<file path="src/source/lc3b_types.sv">
package lc3b_types;

   typedef logic [15:0] lc3b_word;   // data and address word
   typedef logic [2:0]  lc3b_reg;    // register index

   typedef enum logic [3:0] {
      op_br   = 4'b0000,
      op_add  = 4'b0001,
      op_ldb  = 4'b0010,
      op_stb  = 4'b0011,
      op_jsr  = 4'b0100,   // also jsrr
      op_and  = 4'b0101,
      op_ldr  = 4'b0110,
      op_str  = 4'b0111,
      op_rti  = 4'b1000,
      op_not  = 4'b1001,
      op_ldi  = 4'b1010,
      op_sti  = 4'b1011,
      op_jmp  = 4'b1100,   // also ret
      op_shf  = 4'b1101,
      op_lea  = 4'b1110,
      op_trap = 4'b1111
   } lc3b_opcode;

   typedef enum logic [2:0] {
      alu_add,
      alu_and,
      alu_not,
      alu_pass,
      alu_sll,
      alu_srl,
      alu_sra
   } lc3b_aluop;

   typedef struct packed {
      lc3b_opcode opcode;
      lc3b_aluop  aluop;
      logic       load_cc;
      logic       load_pc;
      logic       load_regfile;
      logic [2:0] alumux_sel;       // sr2, offset6, offset9 shifted, imm5, imm4
      logic [1:0] pcmux_sel;        // 01 pc+offset, 10 alu, 11 memory
      logic       mem_read;
      logic       mem_write;
      logic       offsetmux_sel;    // offset11 for the target adder
      logic       storemux_sel;     // second read index from bits 11:9
      logic       destmux_sel;      // dest forced to r7
      logic [1:0] regfilemux_sel;   // 00 alu, 01 memory, 10 pc
      logic [1:0] marmux_sel;       // 01 trap vector
      logic [1:0] mdrmux_sel;
      logic       wordinmux_sel;
      logic       offset6mux_sel;   // unshifted offset6 for bytes
      logic       valid_branch;
      logic       valid_dest;
      logic       alubasemux_sel;   // pc as alu base
   } lc3b_control_word;

endpackage : lc3b_types
</file>
<file path="src/source/lc3b_exec_core.sv">
`timescale 1ns/1ps

module lc3b_exec_core #(
   parameter int QUEUE_DEPTH = 4,
   parameter int OUT_CREDITS = 2
) (
   input  logic                 clk,
   input  logic                 arst_n,
   input  logic                 in_valid,
   input  lc3b_types::lc3b_word in_instr,
   input  lc3b_types::lc3b_word in_pc,
   input  logic                 out_credit,
   output logic                 in_credit,
   output logic                 out_valid,
   output lc3b_types::lc3b_word out_pc,
   output lc3b_types::lc3b_reg  out_dest,
   output logic                 out_write,
   output lc3b_types::lc3b_word out_data,
   output logic [2:0]           out_cc,
   output logic                 out_branch,
   output lc3b_types::lc3b_word out_target,
   output logic                 out_mem_read,
   output logic                 out_mem_write,
   output lc3b_types::lc3b_word out_addr,
   output lc3b_types::lc3b_word out_store_data
);

   logic                 head_valid, pop, wr_en;
   lc3b_types::lc3b_word head_instr, head_pc;
   lc3b_types::lc3b_word rd_data_a, rd_data_b, wr_data;
   lc3b_types::lc3b_reg  rd_idx_a, rd_idx_b, wr_idx;

   instr_queue #(
      .DEPTH (QUEUE_DEPTH)
   ) u_instr_queue (
      .clk        (clk),
      .arst_n     (arst_n),
      .push       (in_valid),
      .push_instr (in_instr),
      .push_pc    (in_pc),
      .pop        (pop),
      .head_valid (head_valid),
      .head_instr (head_instr),
      .head_pc    (head_pc),
      .credit     (in_credit)
   );

   regfile u_regfile (
      .clk       (clk),
      .arst_n    (arst_n),
      .wr_en     (wr_en),
      .wr_idx    (wr_idx),
      .wr_data   (wr_data),
      .rd_idx_a  (rd_idx_a),
      .rd_idx_b  (rd_idx_b),
      .rd_data_a (rd_data_a),
      .rd_data_b (rd_data_b)
   );

   lc3b_exec_pipe #(
      .OUT_CREDITS (OUT_CREDITS)
   ) u_exec_pipe (
      .clk            (clk),
      .arst_n         (arst_n),
      .head_valid     (head_valid),
      .head_instr     (head_instr),
      .head_pc        (head_pc),
      .rd_data_a      (rd_data_a),
      .rd_data_b      (rd_data_b),
      .out_credit     (out_credit),
      .pop            (pop),
      .rd_idx_a       (rd_idx_a),
      .rd_idx_b       (rd_idx_b),
      .wr_en          (wr_en),
      .wr_idx         (wr_idx),
      .wr_data        (wr_data),
      .out_valid      (out_valid),
      .out_pc         (out_pc),
      .out_dest       (out_dest),
      .out_write      (out_write),
      .out_data       (out_data),
      .out_cc         (out_cc),
      .out_branch     (out_branch),
      .out_target     (out_target),
      .out_mem_read   (out_mem_read),
      .out_mem_write  (out_mem_write),
      .out_addr       (out_addr),
      .out_store_data (out_store_data)
   );

endmodule : lc3b_exec_core

</file>
<file path="src/source/lc3b_exec_pipe.sv">
`timescale 1ns/1ps

module lc3b_exec_pipe #(
   parameter int OUT_CREDITS = 2
) (
   input  logic                 clk,
   input  logic                 arst_n,
   input  logic                 head_valid,
   input  lc3b_types::lc3b_word head_instr,
   input  lc3b_types::lc3b_word head_pc,
   input  lc3b_types::lc3b_word rd_data_a,
   input  lc3b_types::lc3b_word rd_data_b,
   input  logic                 out_credit,
   output logic                 pop,
   output lc3b_types::lc3b_reg  rd_idx_a,
   output lc3b_types::lc3b_reg  rd_idx_b,
   output logic                 wr_en,
   output lc3b_types::lc3b_reg  wr_idx,
   output lc3b_types::lc3b_word wr_data,
   output logic                 out_valid,
   output lc3b_types::lc3b_word out_pc,
   output lc3b_types::lc3b_reg  out_dest,
   output logic                 out_write,
   output lc3b_types::lc3b_word out_data,
   output logic [2:0]           out_cc,
   output logic                 out_branch,
   output lc3b_types::lc3b_word out_target,
   output logic                 out_mem_read,
   output logic                 out_mem_write,
   output lc3b_types::lc3b_word out_addr,
   output lc3b_types::lc3b_word out_store_data
);

   localparam int SW = $clog2(OUT_CREDITS + 1);

   lc3b_types::lc3b_control_word dec_ctrl;
   lc3b_types::lc3b_control_word s1_ctrl;
   logic                 s1_valid, s1_adv, s2_valid, s2_adv;
   lc3b_types::lc3b_word s1_instr, s1_pc, s1_a, s1_b;
   lc3b_types::lc3b_reg  s1_idx_a, s1_idx_b;
   lc3b_types::lc3b_word op_a, op_b, alu_a, alu_b, alu_f;
   lc3b_types::lc3b_word off6, off9s, off11s, trap_vec;
   lc3b_types::lc3b_word x_data, x_target, x_addr;
   logic                 x_write, x_setcc;
   logic [2:0]           x_nzp, cc, s2_nzp;
   lc3b_types::lc3b_reg  x_dest;
   logic                 s2_setcc;
   logic [SW-1:0]        slots;

   control_rom u_control_rom (
      .opcode     (lc3b_types::lc3b_opcode'(head_instr[15:12])),
      .bits4_5_11 ({head_instr[11], head_instr[5], head_instr[4]}),
      .ctrl       (dec_ctrl)
   );

   // read indices come straight from the queue head
   assign rd_idx_a = head_instr[8:6];
   assign rd_idx_b = dec_ctrl.storemux_sel ? head_instr[11:9] : head_instr[2:0];

   assign out_valid = s2_valid && (slots != '0);
   assign s2_adv    = !s2_valid || out_valid;
   assign s1_adv    = !s1_valid || s2_adv;
   assign pop       = head_valid && s1_adv;

   // forward the S2 write value over a stale read
   assign s1_idx_a = s1_instr[8:6];
   assign s1_idx_b = s1_ctrl.storemux_sel ? s1_instr[11:9] : s1_instr[2:0];
   assign op_a     = (s2_valid && out_write && out_dest == s1_idx_a) ? out_data : s1_a;
   assign op_b     = (s2_valid && out_write && out_dest == s1_idx_b) ? out_data : s1_b;

   assign off6     = s1_ctrl.offset6mux_sel ? {{10{s1_instr[5]}}, s1_instr[5:0]}
                                            : {{9{s1_instr[5]}}, s1_instr[5:0], 1'b0};
   assign off9s    = {{6{s1_instr[8]}}, s1_instr[8:0], 1'b0};
   assign off11s   = {{4{s1_instr[10]}}, s1_instr[10:0], 1'b0};
   assign trap_vec = {7'b0, s1_instr[7:0], 1'b0};

   assign alu_a = s1_ctrl.alubasemux_sel ? s1_pc : op_a;

   always_comb begin
      case (s1_ctrl.alumux_sel)
         3'b001:  alu_b = off6;
         3'b010:  alu_b = off9s;
         3'b011:  alu_b = {{11{s1_instr[4]}}, s1_instr[4:0]};   // imm5
         3'b100:  alu_b = {12'b0, s1_instr[3:0]};               // imm4
         default: alu_b = op_b;
      endcase
   end

   alu u_alu (
      .aluop (s1_ctrl.aluop),
      .a     (alu_a),
      .b     (alu_b),
      .f     (alu_f)
   );

   assign x_target = (s1_ctrl.pcmux_sel == 2'b10) ? alu_f
                   : s1_pc + (s1_ctrl.offsetmux_sel ? off11s : off9s);
   assign x_addr   = (s1_ctrl.marmux_sel == 2'b01) ? trap_vec : alu_f;
   assign x_data   = (s1_ctrl.regfilemux_sel == 2'b10) ? s1_pc : alu_f;   // link or result
   assign x_write  = s1_ctrl.load_regfile && (s1_ctrl.regfilemux_sel != 2'b01);
   assign x_dest   = s1_ctrl.destmux_sel ? 3'd7 : s1_instr[11:9];
   assign x_setcc  = s1_ctrl.load_cc && !s1_ctrl.mem_read && !s1_ctrl.mem_write;
   assign x_nzp    = {x_data[15], x_data == '0, !x_data[15] && x_data != '0};

   assign out_cc  = s2_setcc ? s2_nzp : cc;
   assign wr_en   = out_valid && out_write;
   assign wr_idx  = out_dest;
   assign wr_data = out_data;

   always_ff @(posedge clk) begin
      if (pop) begin
         s1_ctrl  <= dec_ctrl;
         s1_instr <= head_instr;
         s1_pc    <= head_pc;
         s1_a     <= rd_data_a;
         s1_b     <= rd_data_b;
      end
      if (s2_adv && s1_valid) begin
         out_pc         <= s1_pc;
         out_dest       <= x_dest;
         out_write      <= x_write;
         out_data       <= x_data;
         s2_setcc       <= x_setcc;
         s2_nzp         <= x_nzp;
         out_branch     <= s1_ctrl.valid_branch;
         out_target     <= x_target;
         out_mem_read   <= s1_ctrl.mem_read;
         out_mem_write  <= s1_ctrl.mem_write;
         out_addr       <= x_addr;
         out_store_data <= op_b;
      end
   end

   always_ff @(posedge clk or negedge arst_n) begin
      if (!arst_n) begin
         s1_valid <= 1'b0;
         s2_valid <= 1'b0;
         cc       <= 3'b000;
         slots    <= SW'(OUT_CREDITS);
      end else begin
         if (s1_adv) begin
            s1_valid <= head_valid;
         end
         if (s2_adv) begin
            s2_valid <= s1_valid;
         end
         if (out_valid && s2_setcc) begin
            cc <= s2_nzp;   // cc changes as the record leaves
         end
         case ({out_valid, out_credit})
            2'b10:   slots <= slots - 1'b1;
            2'b01:   slots <= slots + 1'b1;
            default: slots <= slots;
         endcase
      end
   end

endmodule : lc3b_exec_pipe

</file>
<file path="src/source/regfile.sv">
`timescale 1ns/1ps

module regfile (
   input  logic                 clk,
   input  logic                 arst_n,
   input  logic                 wr_en,
   input  lc3b_types::lc3b_reg  wr_idx,
   input  lc3b_types::lc3b_word wr_data,
   input  lc3b_types::lc3b_reg  rd_idx_a,
   input  lc3b_types::lc3b_reg  rd_idx_b,
   output lc3b_types::lc3b_word rd_data_a,
   output lc3b_types::lc3b_word rd_data_b
);

   lc3b_types::lc3b_word regs [8];

   // same-cycle write is visible on the read ports
   assign rd_data_a = (wr_en && wr_idx == rd_idx_a) ? wr_data : regs[rd_idx_a];
   assign rd_data_b = (wr_en && wr_idx == rd_idx_b) ? wr_data : regs[rd_idx_b];

   always_ff @(posedge clk or negedge arst_n) begin
      if (!arst_n) begin
         for (int i = 0; i < 8; i++) begin
            regs[i] <= '0;
         end
      end else if (wr_en) begin
         regs[wr_idx] <= wr_data;
      end
   end

endmodule : regfile

</file>
<file path="src/source/instr_queue.sv">
`timescale 1ns/1ps

module instr_queue #(
   parameter int DEPTH = 4
) (
   input  logic                 clk,
   input  logic                 arst_n,
   input  logic                 push,
   input  lc3b_types::lc3b_word push_instr,
   input  lc3b_types::lc3b_word push_pc,
   input  logic                 pop,
   output logic                 head_valid,
   output lc3b_types::lc3b_word head_instr,
   output lc3b_types::lc3b_word head_pc,
   output logic                 credit
);

   localparam int PW = (DEPTH > 1) ? $clog2(DEPTH) : 1;
   localparam int CW = $clog2(DEPTH + 1);

   lc3b_types::lc3b_word instr_mem [DEPTH];
   lc3b_types::lc3b_word pc_mem [DEPTH];
   logic [PW-1:0]        wr_ptr;
   logic [PW-1:0]        rd_ptr;
   logic [CW-1:0]        count;
   logic                 do_pop;

   assign head_valid = (count != '0);
   assign head_instr = instr_mem[rd_ptr];
   assign head_pc    = pc_mem[rd_ptr];
   assign do_pop     = pop && head_valid;
   assign credit     = do_pop;   // one credit back per freed entry

   always_ff @(posedge clk) begin
      if (push) begin
         instr_mem[wr_ptr] <= push_instr;
         pc_mem[wr_ptr]    <= push_pc;
      end
   end

   always_ff @(posedge clk or negedge arst_n) begin
      if (!arst_n) begin
         wr_ptr <= '0;
         rd_ptr <= '0;
         count  <= '0;
      end else begin
         if (push) begin
            wr_ptr <= (wr_ptr == PW'(DEPTH - 1)) ? '0 : wr_ptr + 1'b1;
         end
         if (do_pop) begin
            rd_ptr <= (rd_ptr == PW'(DEPTH - 1)) ? '0 : rd_ptr + 1'b1;
         end
         case ({push, do_pop})
            2'b10:   count <= count + 1'b1;
            2'b01:   count <= count - 1'b1;
            default: count <= count;   // both or neither
         endcase
      end
   end

endmodule : instr_queue

</file>
<file path="src/source/alu.sv">
`timescale 1ns/1ps

module alu (
   input  lc3b_types::lc3b_aluop aluop,
   input  lc3b_types::lc3b_word  a,
   input  lc3b_types::lc3b_word  b,
   output lc3b_types::lc3b_word  f
);

   logic [3:0] shamt;

   assign shamt = b[3:0];   // imm4 shift amount

   always_comb begin
      case (aluop)
         lc3b_types::alu_add:  f = a + b;
         lc3b_types::alu_and:  f = a & b;
         lc3b_types::alu_not:  f = ~a;
         lc3b_types::alu_pass: f = a;
         lc3b_types::alu_sll:  f = a << shamt;
         lc3b_types::alu_srl:  f = a >> shamt;
         lc3b_types::alu_sra:  f = $signed(a) >>> shamt;
         default:              f = a;
      endcase
   end

endmodule : alu

</file>
<file path="src/source/control_rom.sv">
`timescale 1ns/1ps

module control_rom (
   input  lc3b_types::lc3b_opcode       opcode,
   input  logic [2:0]                   bits4_5_11,   // {bit 11, bit 5, bit 4}
   output lc3b_types::lc3b_control_word ctrl
);

   always_comb begin
      ctrl                = '0;
      ctrl.opcode         = opcode;
      ctrl.aluop          = lc3b_types::alu_add;

      case (opcode)
         lc3b_types::op_add, lc3b_types::op_and: begin
            ctrl.aluop        = (opcode == lc3b_types::op_add) ? lc3b_types::alu_add
                                                               : lc3b_types::alu_and;
            ctrl.alumux_sel   = bits4_5_11[1] ? 3'b011 : 3'b000;   // imm5 or sr2
            ctrl.load_cc      = 1'b1;
            ctrl.load_regfile = 1'b1;
            ctrl.valid_dest   = 1'b1;
         end

         lc3b_types::op_not: begin
            ctrl.aluop        = lc3b_types::alu_not;
            ctrl.load_cc      = 1'b1;
            ctrl.load_regfile = 1'b1;
            ctrl.valid_dest   = 1'b1;
         end

         lc3b_types::op_shf: begin
            if (!bits4_5_11[0]) begin
               ctrl.aluop = lc3b_types::alu_sll;   // d clear
            end else if (!bits4_5_11[1]) begin
               ctrl.aluop = lc3b_types::alu_srl;   // a clear
            end else begin
               ctrl.aluop = lc3b_types::alu_sra;
            end
            ctrl.alumux_sel   = 3'b100;   // imm4 amount
            ctrl.load_cc      = 1'b1;
            ctrl.load_regfile = 1'b1;
            ctrl.valid_dest   = 1'b1;
         end

         lc3b_types::op_lea: begin
            ctrl.alumux_sel     = 3'b010;
            ctrl.alubasemux_sel = 1'b1;   // pc + offset9<<1
            ctrl.load_cc        = 1'b1;
            ctrl.load_regfile   = 1'b1;
            ctrl.valid_dest     = 1'b1;
         end

         lc3b_types::op_br: begin
            ctrl.pcmux_sel    = 2'b01;
            ctrl.valid_branch = 1'b1;   // taken check done by fetch
         end

         lc3b_types::op_jmp: begin
            ctrl.aluop     = lc3b_types::alu_pass;
            ctrl.pcmux_sel = 2'b10;   // base register
         end

         lc3b_types::op_jsr: begin
            ctrl.regfilemux_sel = 2'b10;   // link pc
            ctrl.load_regfile   = 1'b1;
            ctrl.destmux_sel    = 1'b1;
            if (bits4_5_11[2]) begin
               ctrl.offsetmux_sel = 1'b1;   // jsr, offset11
               ctrl.pcmux_sel     = 2'b01;
            end else begin
               ctrl.aluop     = lc3b_types::alu_pass;   // jsrr base
               ctrl.pcmux_sel = 2'b10;
            end
         end

         lc3b_types::op_trap: begin
            ctrl.regfilemux_sel = 2'b10;
            ctrl.load_regfile   = 1'b1;
            ctrl.destmux_sel    = 1'b1;
            ctrl.marmux_sel     = 2'b01;   // vector address
            ctrl.mem_read       = 1'b1;
            ctrl.mdrmux_sel     = 2'b01;
            ctrl.pcmux_sel      = 2'b11;   // new pc from memory
         end

         lc3b_types::op_ldr, lc3b_types::op_ldi, lc3b_types::op_ldb: begin
            ctrl.mem_read       = 1'b1;
            ctrl.mdrmux_sel     = 2'b01;
            ctrl.alumux_sel     = 3'b001;
            ctrl.regfilemux_sel = 2'b01;   // value comes from memory stage
            ctrl.load_regfile   = 1'b1;
            ctrl.load_cc        = 1'b1;
            ctrl.valid_dest     = 1'b1;
            if (opcode == lc3b_types::op_ldb) begin
               ctrl.wordinmux_sel  = 1'b1;
               ctrl.offset6mux_sel = 1'b1;
            end
         end

         lc3b_types::op_str, lc3b_types::op_stb: begin
            ctrl.mem_write    = 1'b1;
            ctrl.alumux_sel   = 3'b001;
            ctrl.storemux_sel = 1'b1;
            if (opcode == lc3b_types::op_stb) begin
               ctrl.mdrmux_sel     = 2'b10;   // byte write data
               ctrl.offset6mux_sel = 1'b1;
            end
         end

         lc3b_types::op_sti: begin
            // address phase only, second cycle is the state controller's
            ctrl.mem_write      = 1'b1;
            ctrl.mdrmux_sel     = 2'b01;
            ctrl.alumux_sel     = 3'b001;
            ctrl.regfilemux_sel = 2'b01;
            ctrl.storemux_sel   = 1'b1;
            ctrl.load_cc        = 1'b1;
         end

         default: begin
            ctrl = '0;   // rti and unused
         end
      endcase
   end

endmodule : control_rom

</file>
<file path="config.mk">
export PLATFORM = sky130hd
export DESIGN_NAME = lc3b_exec_core
export DESIGN_NICKNAME = d
export VERILOG_FILES = /design/src/source/lc3b_types.sv /design/src/source/lc3b_exec_core.sv /design/src/source/lc3b_exec_pipe.sv /design/src/source/regfile.sv /design/src/source/instr_queue.sv /design/src/source/alu.sv /design/src/source/control_rom.sv
export SDC_FILE = /design/constraint.sdc
export NUM_CORES = 1
export LEC_CHECK = 0
export BUFFER_PORTS_ARGS = -buffer_cell sky130_fd_sc_hd__buf_2
export CELL_PAD_IN_SITES_DETAIL_PLACEMENT = 0
export CELL_PAD_IN_SITES_GLOBAL_PLACEMENT = 1
export CORE_ASPECT_RATIO = 1.4
export CORE_MARGIN = 8
export CORE_UTILIZATION = 25
export CTS_BUF_LIST = sky130_fd_sc_hd__clkbuf_4 sky130_fd_sc_hd__clkbuf_8
export CTS_CLUSTER_SIZE = 28
export DETAILED_ROUTE_END_ITERATION = 10
export GPL_ROUTABILITY_DRIVEN = 0
export PLACE_DENSITY_LB_ADDON = 0.1
export SLEW_MARGIN = 10
export SYNTH_ARGS = -nofsm -noshare
export SYNTH_HDL_FRONTEND = slang
export SYNTH_SLANG_ARGS = --single-unit
</file>
<file path="constraint.sdc">
create_clock -name clk -period 7.6 [get_ports clk]
set_input_delay 1.9 -clock clk [delete_from_list [all_inputs] [get_ports clk]]
set_output_delay 1.9 -clock clk [all_outputs]
set_load 0.005 [all_outputs]
</file>
==> results.py, run 1 <==
metrics = {
    "timing": {
        "worstMarginPinSlew_ns": 1.124,
        "finalSetupViolCount": 0,
        "skew_ns": 0.05153,
        "rsz0062_at_grt": "false",
        "hold_viol_final": 0,
        "max_freq_mhz": 160.9,
        "period_share_pct": 81.78,
        "finalWorstSetupSlack_ns": 1.385,
        "finalCriticalPeriod_ns": 6.215,
        "maxSlewViolCount": 0,
        "setup_tns_ns": 0,
        "slew_headroom_pct": 24.25,
    },
    "finish": {
        "drive_above_1_share_pct": 27.31,
        "final_nets": 2201,
        "area_growth_syn_to_layout_pct": 15.85,
    },
    "yosys": {
        "ys_types": 94,
        "avgSynthCellArea_um2": 11.83,
        "synth_top_flop_cell": "edfxtp_1",
        "ys_seq_area_share_pct": 53.05,
        "synth_warnings": 0,
        "syn_inst": 1993,
        "netlist_area_mm2": 0.02357,
        "synth_seq_cells": 440,
        "syn_nets": 2070,
        "async_flop_share_pct": 32.27,
        "synth_edf_count": 298,
    },
    "clock_tree": {
        "ctsHoldBuffers": 0,
        "cts_sinks": 440,
        "clk_root_buffer_cell": "clkbuf_8",
        "cts_buffer_depth": 3,
        "clkLatencyLatePin_ns": 0.75,
        "cts_inserted_buffers": 78,
        "cts_tree": "done",
        "postCtsSetupRepairBufs": 0,
        "ctsHtreeMaxLevel": 3,
        "clkTransAtPathRegs_ns": 0.06,
        "cts_resized": 0,
    },
    "global_route": {
        "grtUsageTotal_pct": 17.37,
        "grt_max_degree": 82,
        "grt_pass1_wl_mm": 131.4,
        "antenna_found_initial": 2,
        "grt_remaining_overflow": 0,
        "grt_pass1_vias": 17880,
    },
    "placed_design": {
        "portBuffers": 127,
        "hpwlAfterDp_mm": 62.48,
        "pre_cts_slack_ns": 1.411,
    },
    "outcome": {
        "outcome": "completed",
    },
    "critical_path": {
        "worstPathArrival_ns": 6.71,
        "crit_required_ns": 8.09,
        "cp_max_fo": 17,
        "setup.worst_path.start_class": "flip-flop",
        "crit_type": "reg -> reg",
        "cp-end-kind": "flip-flop",
    },
    "floorplanning": {
        "start_util_pct": 25.16,
        "die_h_um": 379.3,
        "num_rows": 133,
        "core_area_mm2": 0.09369,
        "fp.dieW_um": 275.5,
        "ioPinCount": 128,
        "dieArea_mm2": 0.1045,
    },
    "detailed_routing": {
        "wl_mm": 91.13,
        "drc_errors": 0,
        "final_antenna_net_count": 0,
        "firstDrtPassIters": 5,
        "wl_per_cell_um": 26.82,
        "vias": 17200,
        "via_per_inst": 5.062,
        "drtIter0Drc": 1202,
    },
    "min_path": {
        "hp-class": "reg -> reg",
    },
    "job": {
        "drv_cap": 0,
    },
}
[cell families after synthesis]
kind of cell | count (synthesis) | synth area share (%)
and+or+nand+nor | 592 | 11.42
muxes | 312 | 17.49
adders and majority gates | 41 | 2.272
buffers and inverters | 177 | 3.281
DFF | 440 | 53.05
AOI/OAI and AO/OA | 388 | 10.88
xor gates and xnor gates | 43 | 1.598
[worst max-delay path, stage by stage, from the launching register on]
cell and delay (ns):
edfxtp_1 0.55, mux2i_1 0.34, xor2_1 0.59, nand3_2 0.57
mux2_2 0.47, o21ai_0 0.17, o31ai_1 0.13, ha_1 0.42
nand3_1 0.16, or3_1 0.43, or3_1 0.32, nor3_1 0.14
nor3b_1 0.09, xor2_1 0.18, nor2_1 0.08, o32ai_1 0.68
and4_1 0.31, a41oi_1 0.14, o21ba_1 0.22
[synthesized netlist by cell type (all sizes together) (5+ instances only)]
cell,number,area share (%)
and2,11,0.29
a22oi,5,0.16
nand2b,19,0.50
or3,13,0.35
mux2,166,7.9
nand2,246,3.9
a21oi,89,1.9
dfrtp,141,15
a31oi,24,0.64
a311oi,17,0.63
nor2,142,2.3
o21ba,8,0.34
a21o,9,0.29
clkbuf,87,1.4
mux2i,84,3.6
or2,11,0.29
o211ai,9,0.29
xor2,14,0.52
o21ai,101,2.1
o2111ai,7,0.26
o21a,12,0.38
o21bai,5,0.18
xnor2,29,1.1
o31ai,6,0.19
mux4,62,5.9
o32ai,7,0.26
a41oi,5,0.19
inv,38,0.63
a32oi,6,0.22
ha,38,2.0
nand4,6,0.16
nor3,32,0.75
buf,51,1.3
a211oi,5,0.20
edfxtp,298,38
nor2b,7,0.19
a21boi,7,0.22
and3,21,0.56
nand3,59,1.3
a211o,5,0.19
o22ai,17,0.45
[per-layer routing]
metal | up-vias | routed length (um) | GRT usage (%) | share of wire [%]
met1 | 8778 | 37850 | 20.95 | 42
li1 | 7754 | - | - | -
met5 | - | 0 | 0 | 0
met4 | 0 | 3809 | 7.843 | 4.2
met2 | 503 | 45860 | 30.36 | 50
met3 | 165 | 3604 | 2.583 | 4.0
[state kept, by name (all words and copies together), names as in the netlist, 20 cells and up]
| register | flops |
|---|---|
| u_instr_queue.pc_mem | 64 |
| u_instr_queue.instr_mem | 64 |
| u_regfile.regs | 128 |
| u_exec_pipe.s1_ctrl | 20 |
[path summary, 6_finish.rpt]
path	from	endpoint	slack (ns)	depth (start not counted)
worst max-delay path	u_exec_pipe.s1_instr[0]	u_exec_pipe.s2_nzp[0]	1.38	18
worst min-delay path	u_exec_pipe.s1_ctrl[2]	u_exec_pipe.out_branch	0.46	0
worst max register to register	u_exec_pipe.s1_instr[0]	u_exec_pipe.s2_nzp[0]	1.38	18
worst min register to register	u_exec_pipe.s1_ctrl[2]	u_exec_pipe.out_branch	0.46	0
max in group asynchronous	arst_n	u_instr_queue.rd_ptr[0]	4.87	2
min in group asynchronous	arst_n	u_regfile.regs[65]	1.23	1
[per-stage QoR]
stage | hold WS (ns) | instance area (um^2) | instances | util, %
6_report | 0.4578 | 27300 | 3398 | 29.14
5_1_grt | 0.4750 | 27300 | 3398 | 29.14
4_1_cts | 0.4658 | 27300 | 3397 | 29.14
3_5_place_dp | 0.4514 | 25680 | 3259 | 27.41
3_3_place_gp | 0.4495 | 25680 | 3259 | 27.41
2_1_floorplan | 0.4003 | 23570 | 1993 | -
[cell type report]
cell class	count	area (um^2)
Clock buffer	112	1360
Sequential cell	440	12510
Antenna cell	1	2.502
Clock inverter	26	256.5
Fill cell	9704	66390
Multi-Input combinational cell	1376	10400
Tap cell	1215	1520
Inverter	39	151.4
Timing Repair Buffer	189	1107
[layout by cell type, fill, tap and decap left out, drive strengths merged, types with 11 or more instances in the layout]
cell type | netlist | final
nand2b | 19 | 19
clkinv | 1 | 18
edfxtp | 298 | 298
nor3 | 32 | 32
and2 | 11 | 11
inv | 38 | 44
nand3 | 59 | 59
o21a | 12 | 12
mux2 | 166 | 166
a31oi | 24 | 24
o22ai | 17 | 17
a311oi | 17 | 17
buf | 51 | 189
nand2 | 246 | 246
nor2 | 142 | 142
a21oi | 89 | 89
dfrtp | 141 | 141
xor2 | 14 | 14
o21ai | 101 | 101
or2 | 11 | 11
clkbuf | 87 | 112
mux2i | 84 | 84
xnor2 | 29 | 29
and3 | 21 | 21
or3 | 13 | 13
ha | 38 | 38
mux4 | 62 | 62
Power of run 1 is not shown: default switching activity piles up to over one toggle a cycle in this logic, so the estimate is an artifact.
==> run 2, diff against run 1 <==
--- a/config.mk
+++ b/config.mk
@@ -5,6 +5,7 @@
 export SDC_FILE = /design/constraint.sdc
 export NUM_CORES = 1
 export LEC_CHECK = 0
+export ABC_AREA = 1
 export BUFFER_PORTS_ARGS = -buffer_cell sky130_fd_sc_hd__buf_2
 export CELL_PAD_IN_SITES_DETAIL_PLACEMENT = 0
 export CELL_PAD_IN_SITES_GLOBAL_PLACEMENT = 1
==> constraint.sdc (replaced) <==
create_clock -name clk -period 6 [get_ports clk]
set_input_delay 1.5 -clock clk [delete_from_list [all_inputs] [get_ports clk]]
set_output_delay 1.5 -clock clk [all_outputs]
set_load 0.005 [all_outputs]
==> run 2 against run 1 <==
  * Utilization fell by 0.37 points
  * Largest cell class unchanged
  * Non-clock buffer count fell by 18
  * First-iteration DRC count rose by 36%
==> results.py, run 2 <==
metrics = {
    "outcome": {
        "outcome": "completed",
    },
    "global_route": {
        "grt_pass1_vias": 19950,
        "antenna_found_initial": 4,
        "grt_remaining_overflow": 0,
        "grt_max_degree": 76,
        "grtUsageTotal_pct": 17.56,
        "grt_pass1_wl_mm": 136.7,
    },
    "clock_tree": {
        "cts_buffer_depth": 3,
        "clkTransAtPathRegs_ns": 0.07,
        "cts_tree": "done",
        "clkLatencyLatePin_ns": 0.74,
        "cts_inserted_buffers": 77,
        "clk_root_buffer_cell": "clkbuf_8",
        "postCtsSetupRepairBufs": 0,
        "cts_sinks": 440,
        "cts_resized": 0,
        "ctsHoldBuffers": 0,
        "ctsHtreeMaxLevel": 3,
    },
    "detailed_routing": {
        "met1_length_mm": 39.17,
        "firstDrtPassIters": 6,
        "drc_errors": 0,
        "dr_wl_met3_mm": 4.099,
        "wl_mm": 92.92,
        "via_per_inst": 4.880,
        "drtIter0Drc": 1640,
        "top_layer_used": "met4",
        "wl_per_cell_um": 22.80,
        "dr_wl_met2_mm": 46.66,
        "vias": 19890,
        "final_antenna_net_count": 0,
    },
    "timing": {
        "period_share_pct": 83.93,
        "skew_ns": 0.05496,
        "maxSlewViolCount": 0,
        "setup_tns_ns": 0,
        "rsz0062_at_grt": "false",
        "finalCriticalPeriod_ns": 5.036,
        "hold_viol_final": 0,
        "finalSetupViolCount": 0,
        "finalWorstSetupSlack_ns": 0.9640,
        "worstMarginPinSlew_ns": 1.078,
        "max_freq_mhz": 198.6,
        "slew_headroom_pct": 27.40,
    },
    "finish": {
        "instances_no_fill": 4076,
        "largest_reg_flops": 128,
        "area_growth_syn_to_layout_pct": 14.22,
        "largestRegisters": "u_regfile.regs: 128 flops, u_instr_queue.instr_mem: 64 flops, u_instr_queue.pc_mem: 64 flops",
        "final_nets": 2875,
        "final_area_mm2": 0.02696,
        "layout_common_cells": "nand2_1 (615), o21ai_0 (398), edfxtp_1 (298)",
        "regMostFlops": "u_regfile.regs",
        "layout_commonest_cell": "nand2_1",
        "fillers": 10080,
        "drive_above_1_share_pct": 14.20,
    },
    "placed_design": {
        "hpwlAfterDp_mm": 65.99,
        "place_area_mm2": 0.02539,
        "placed_cells": 3934,
        "pre_cts_slack_ns": 0.9292,
        "portBuffers": 127,
    },
    "critical_path": {
        "critPathSlowestCell": "edfxtp_1",
        "cp-end-kind": "flip-flop",
        "crit_path_max_incr_delay_ns": 0.62,
        "crit_cells": 25,
        "cp_top_family": "simple AND/OR/NAND/NOR gates",
        "crit_type": "reg -> reg",
        "reg2regPathDepth": 25,
        "crit_top_cell": "nand2_1",
        "crit_required_ns": 6.47,
        "setup.worst_path.start_class": "flip-flop",
        "cp_max_fo": 18,
        "worstPathArrival_ns": 5.51,
        "cp.buffers_inverters": 3,
    },
    "yosys": {
        "synth_top_flop_cell": "edfxtp_1",
        "syn_nets": 2781,
        "async_flop_share_pct": 32.27,
        "synth_area_leader_cell": "edfxtp_1",
        "synth_seq_cells": 440,
        "synth_warnings": 0,
        "netlist_area_mm2": 0.02360,
        "ys_top_cells_by_area": "edfxtp_1 (38%), dfrtp_1 (15%), nand2_1 (9.8%), o21ai_0 (8.5%), nand3_1 (4.7%)",
        "avgSynthCellArea_um2": 8.728,
        "ys_seq_area_share_pct": 52.98,
        "yosys-top-cells-count": "nand2_1 (616), o21ai_0 (399), edfxtp_1 (298)",
        "ys_types": 59,
        "syn_inst": 2704,
        "synth.top_cell.area_share_pct": 37.92,
        "synth.most_common_cell": "nand2_1",
        "synth_edf_count": 298,
    },
    "min_path": {
        "hold_path_depth": 0,
        "hp-class": "reg -> reg",
    },
    "floorplanning": {
        "start_util_pct": 25.19,
        "die_h_um": 379.5,
        "ioPinCount": 128,
        "dieArea_mm2": 0.1046,
        "core_area_mm2": 0.09369,
        "fp.dieW_um": 275.7,
        "num_rows": 133,
    },
    "job": {
        "drv_cap": 0,
    },
}
==> run 2: area by class of cell <==
type                            count  area (um^2)  area share, %
Inverter                          246        935.9          3.472
Antenna cell                        2        5.005        0.01857
Multi-Input combinational cell   1862         9442          35.03
Tap cell                         1215         1520          5.640
Timing Repair Buffer              171        988.4          3.667
Sequential cell                   440        12500          46.39
Clock buffer                      112         1354          5.022
Clock inverter                     28        206.4         0.7659
==> run 2: layer usage <==
metal | track usage, % | vias up
li1 | - | 9519
met1 | 21.81 | 9667
met2 | 30.63 | 567
met3 | 2.439 | 137
met4 | 6.412 | 0
met5 | 0 | -
==> run 2: final timing paths <==
| path | from | to | slack (ns) |
|---|---|---|---|
| setup / recovery | u_exec_pipe.out_dest[1] | u_exec_pipe.s2_nzp[0] | 0.96 |
| hold / removal | u_exec_pipe.s1_ctrl[2] | u_exec_pipe.out_branch | 0.42 |
| setup reg to reg | u_exec_pipe.out_dest[1] | u_exec_pipe.s2_nzp[0] | 0.96 |
| hold reg to reg | u_exec_pipe.s1_ctrl[2] | u_exec_pipe.out_branch | 0.42 |
| max in group asynchronous | arst_n | u_regfile.regs[109] | 3.91 |
| min in group asynchronous | arst_n | u_regfile.regs[91] | 0.82 |
==> run 2: cell families after synthesis <==
group	count (synthesis)	share of synthesized area [%]
AO/OA/AOI/OAI	728	17.08
XOR/XNOR	16	0.5938
AND/OR/NAND/NOR	1077	19.98
flip-flops	440	52.98
adder cells (fa/ha/maj)	41	2.269
buffers and inverters	402	7.104
==> run 2: worst reg2reg max path, stage by stage, from the launching register on <==
cell and delay (ns):
edfxtp_1 0.62, inv_1 0.19, nand2_1 0.10, nand2_1 0.09, nor2_4 0.31, nand2_4 0.21
o21a_1 0.23, nand2_1 0.12, nand2_1 0.22, inv_1 0.14, ha_1 0.23, inv_1 0.10
fa_1 0.51, nor2_1 0.13, nand3_1 0.09, nand2_1 0.19, and2_1 0.16, nor2_1 0.08
nor2_1 0.19, nand2_1 0.14, nand3_1 0.09, nand2_1 0.25, nor2_1 0.16, nand2_1 0.07
nor2_1 0.12, a21oi_1 0.08
==> run 2: stage by stage <==
step                      hold WS (ns)  utilization, %
after floorplan                 0.4003               -
after global placement          0.4074           27.09
after detailed placement        0.4075           27.10
after CTS                       0.4226           28.77
after global routing            0.4371           28.77
final                           0.4203           28.77
Power of run 2 is left out for the same reason.
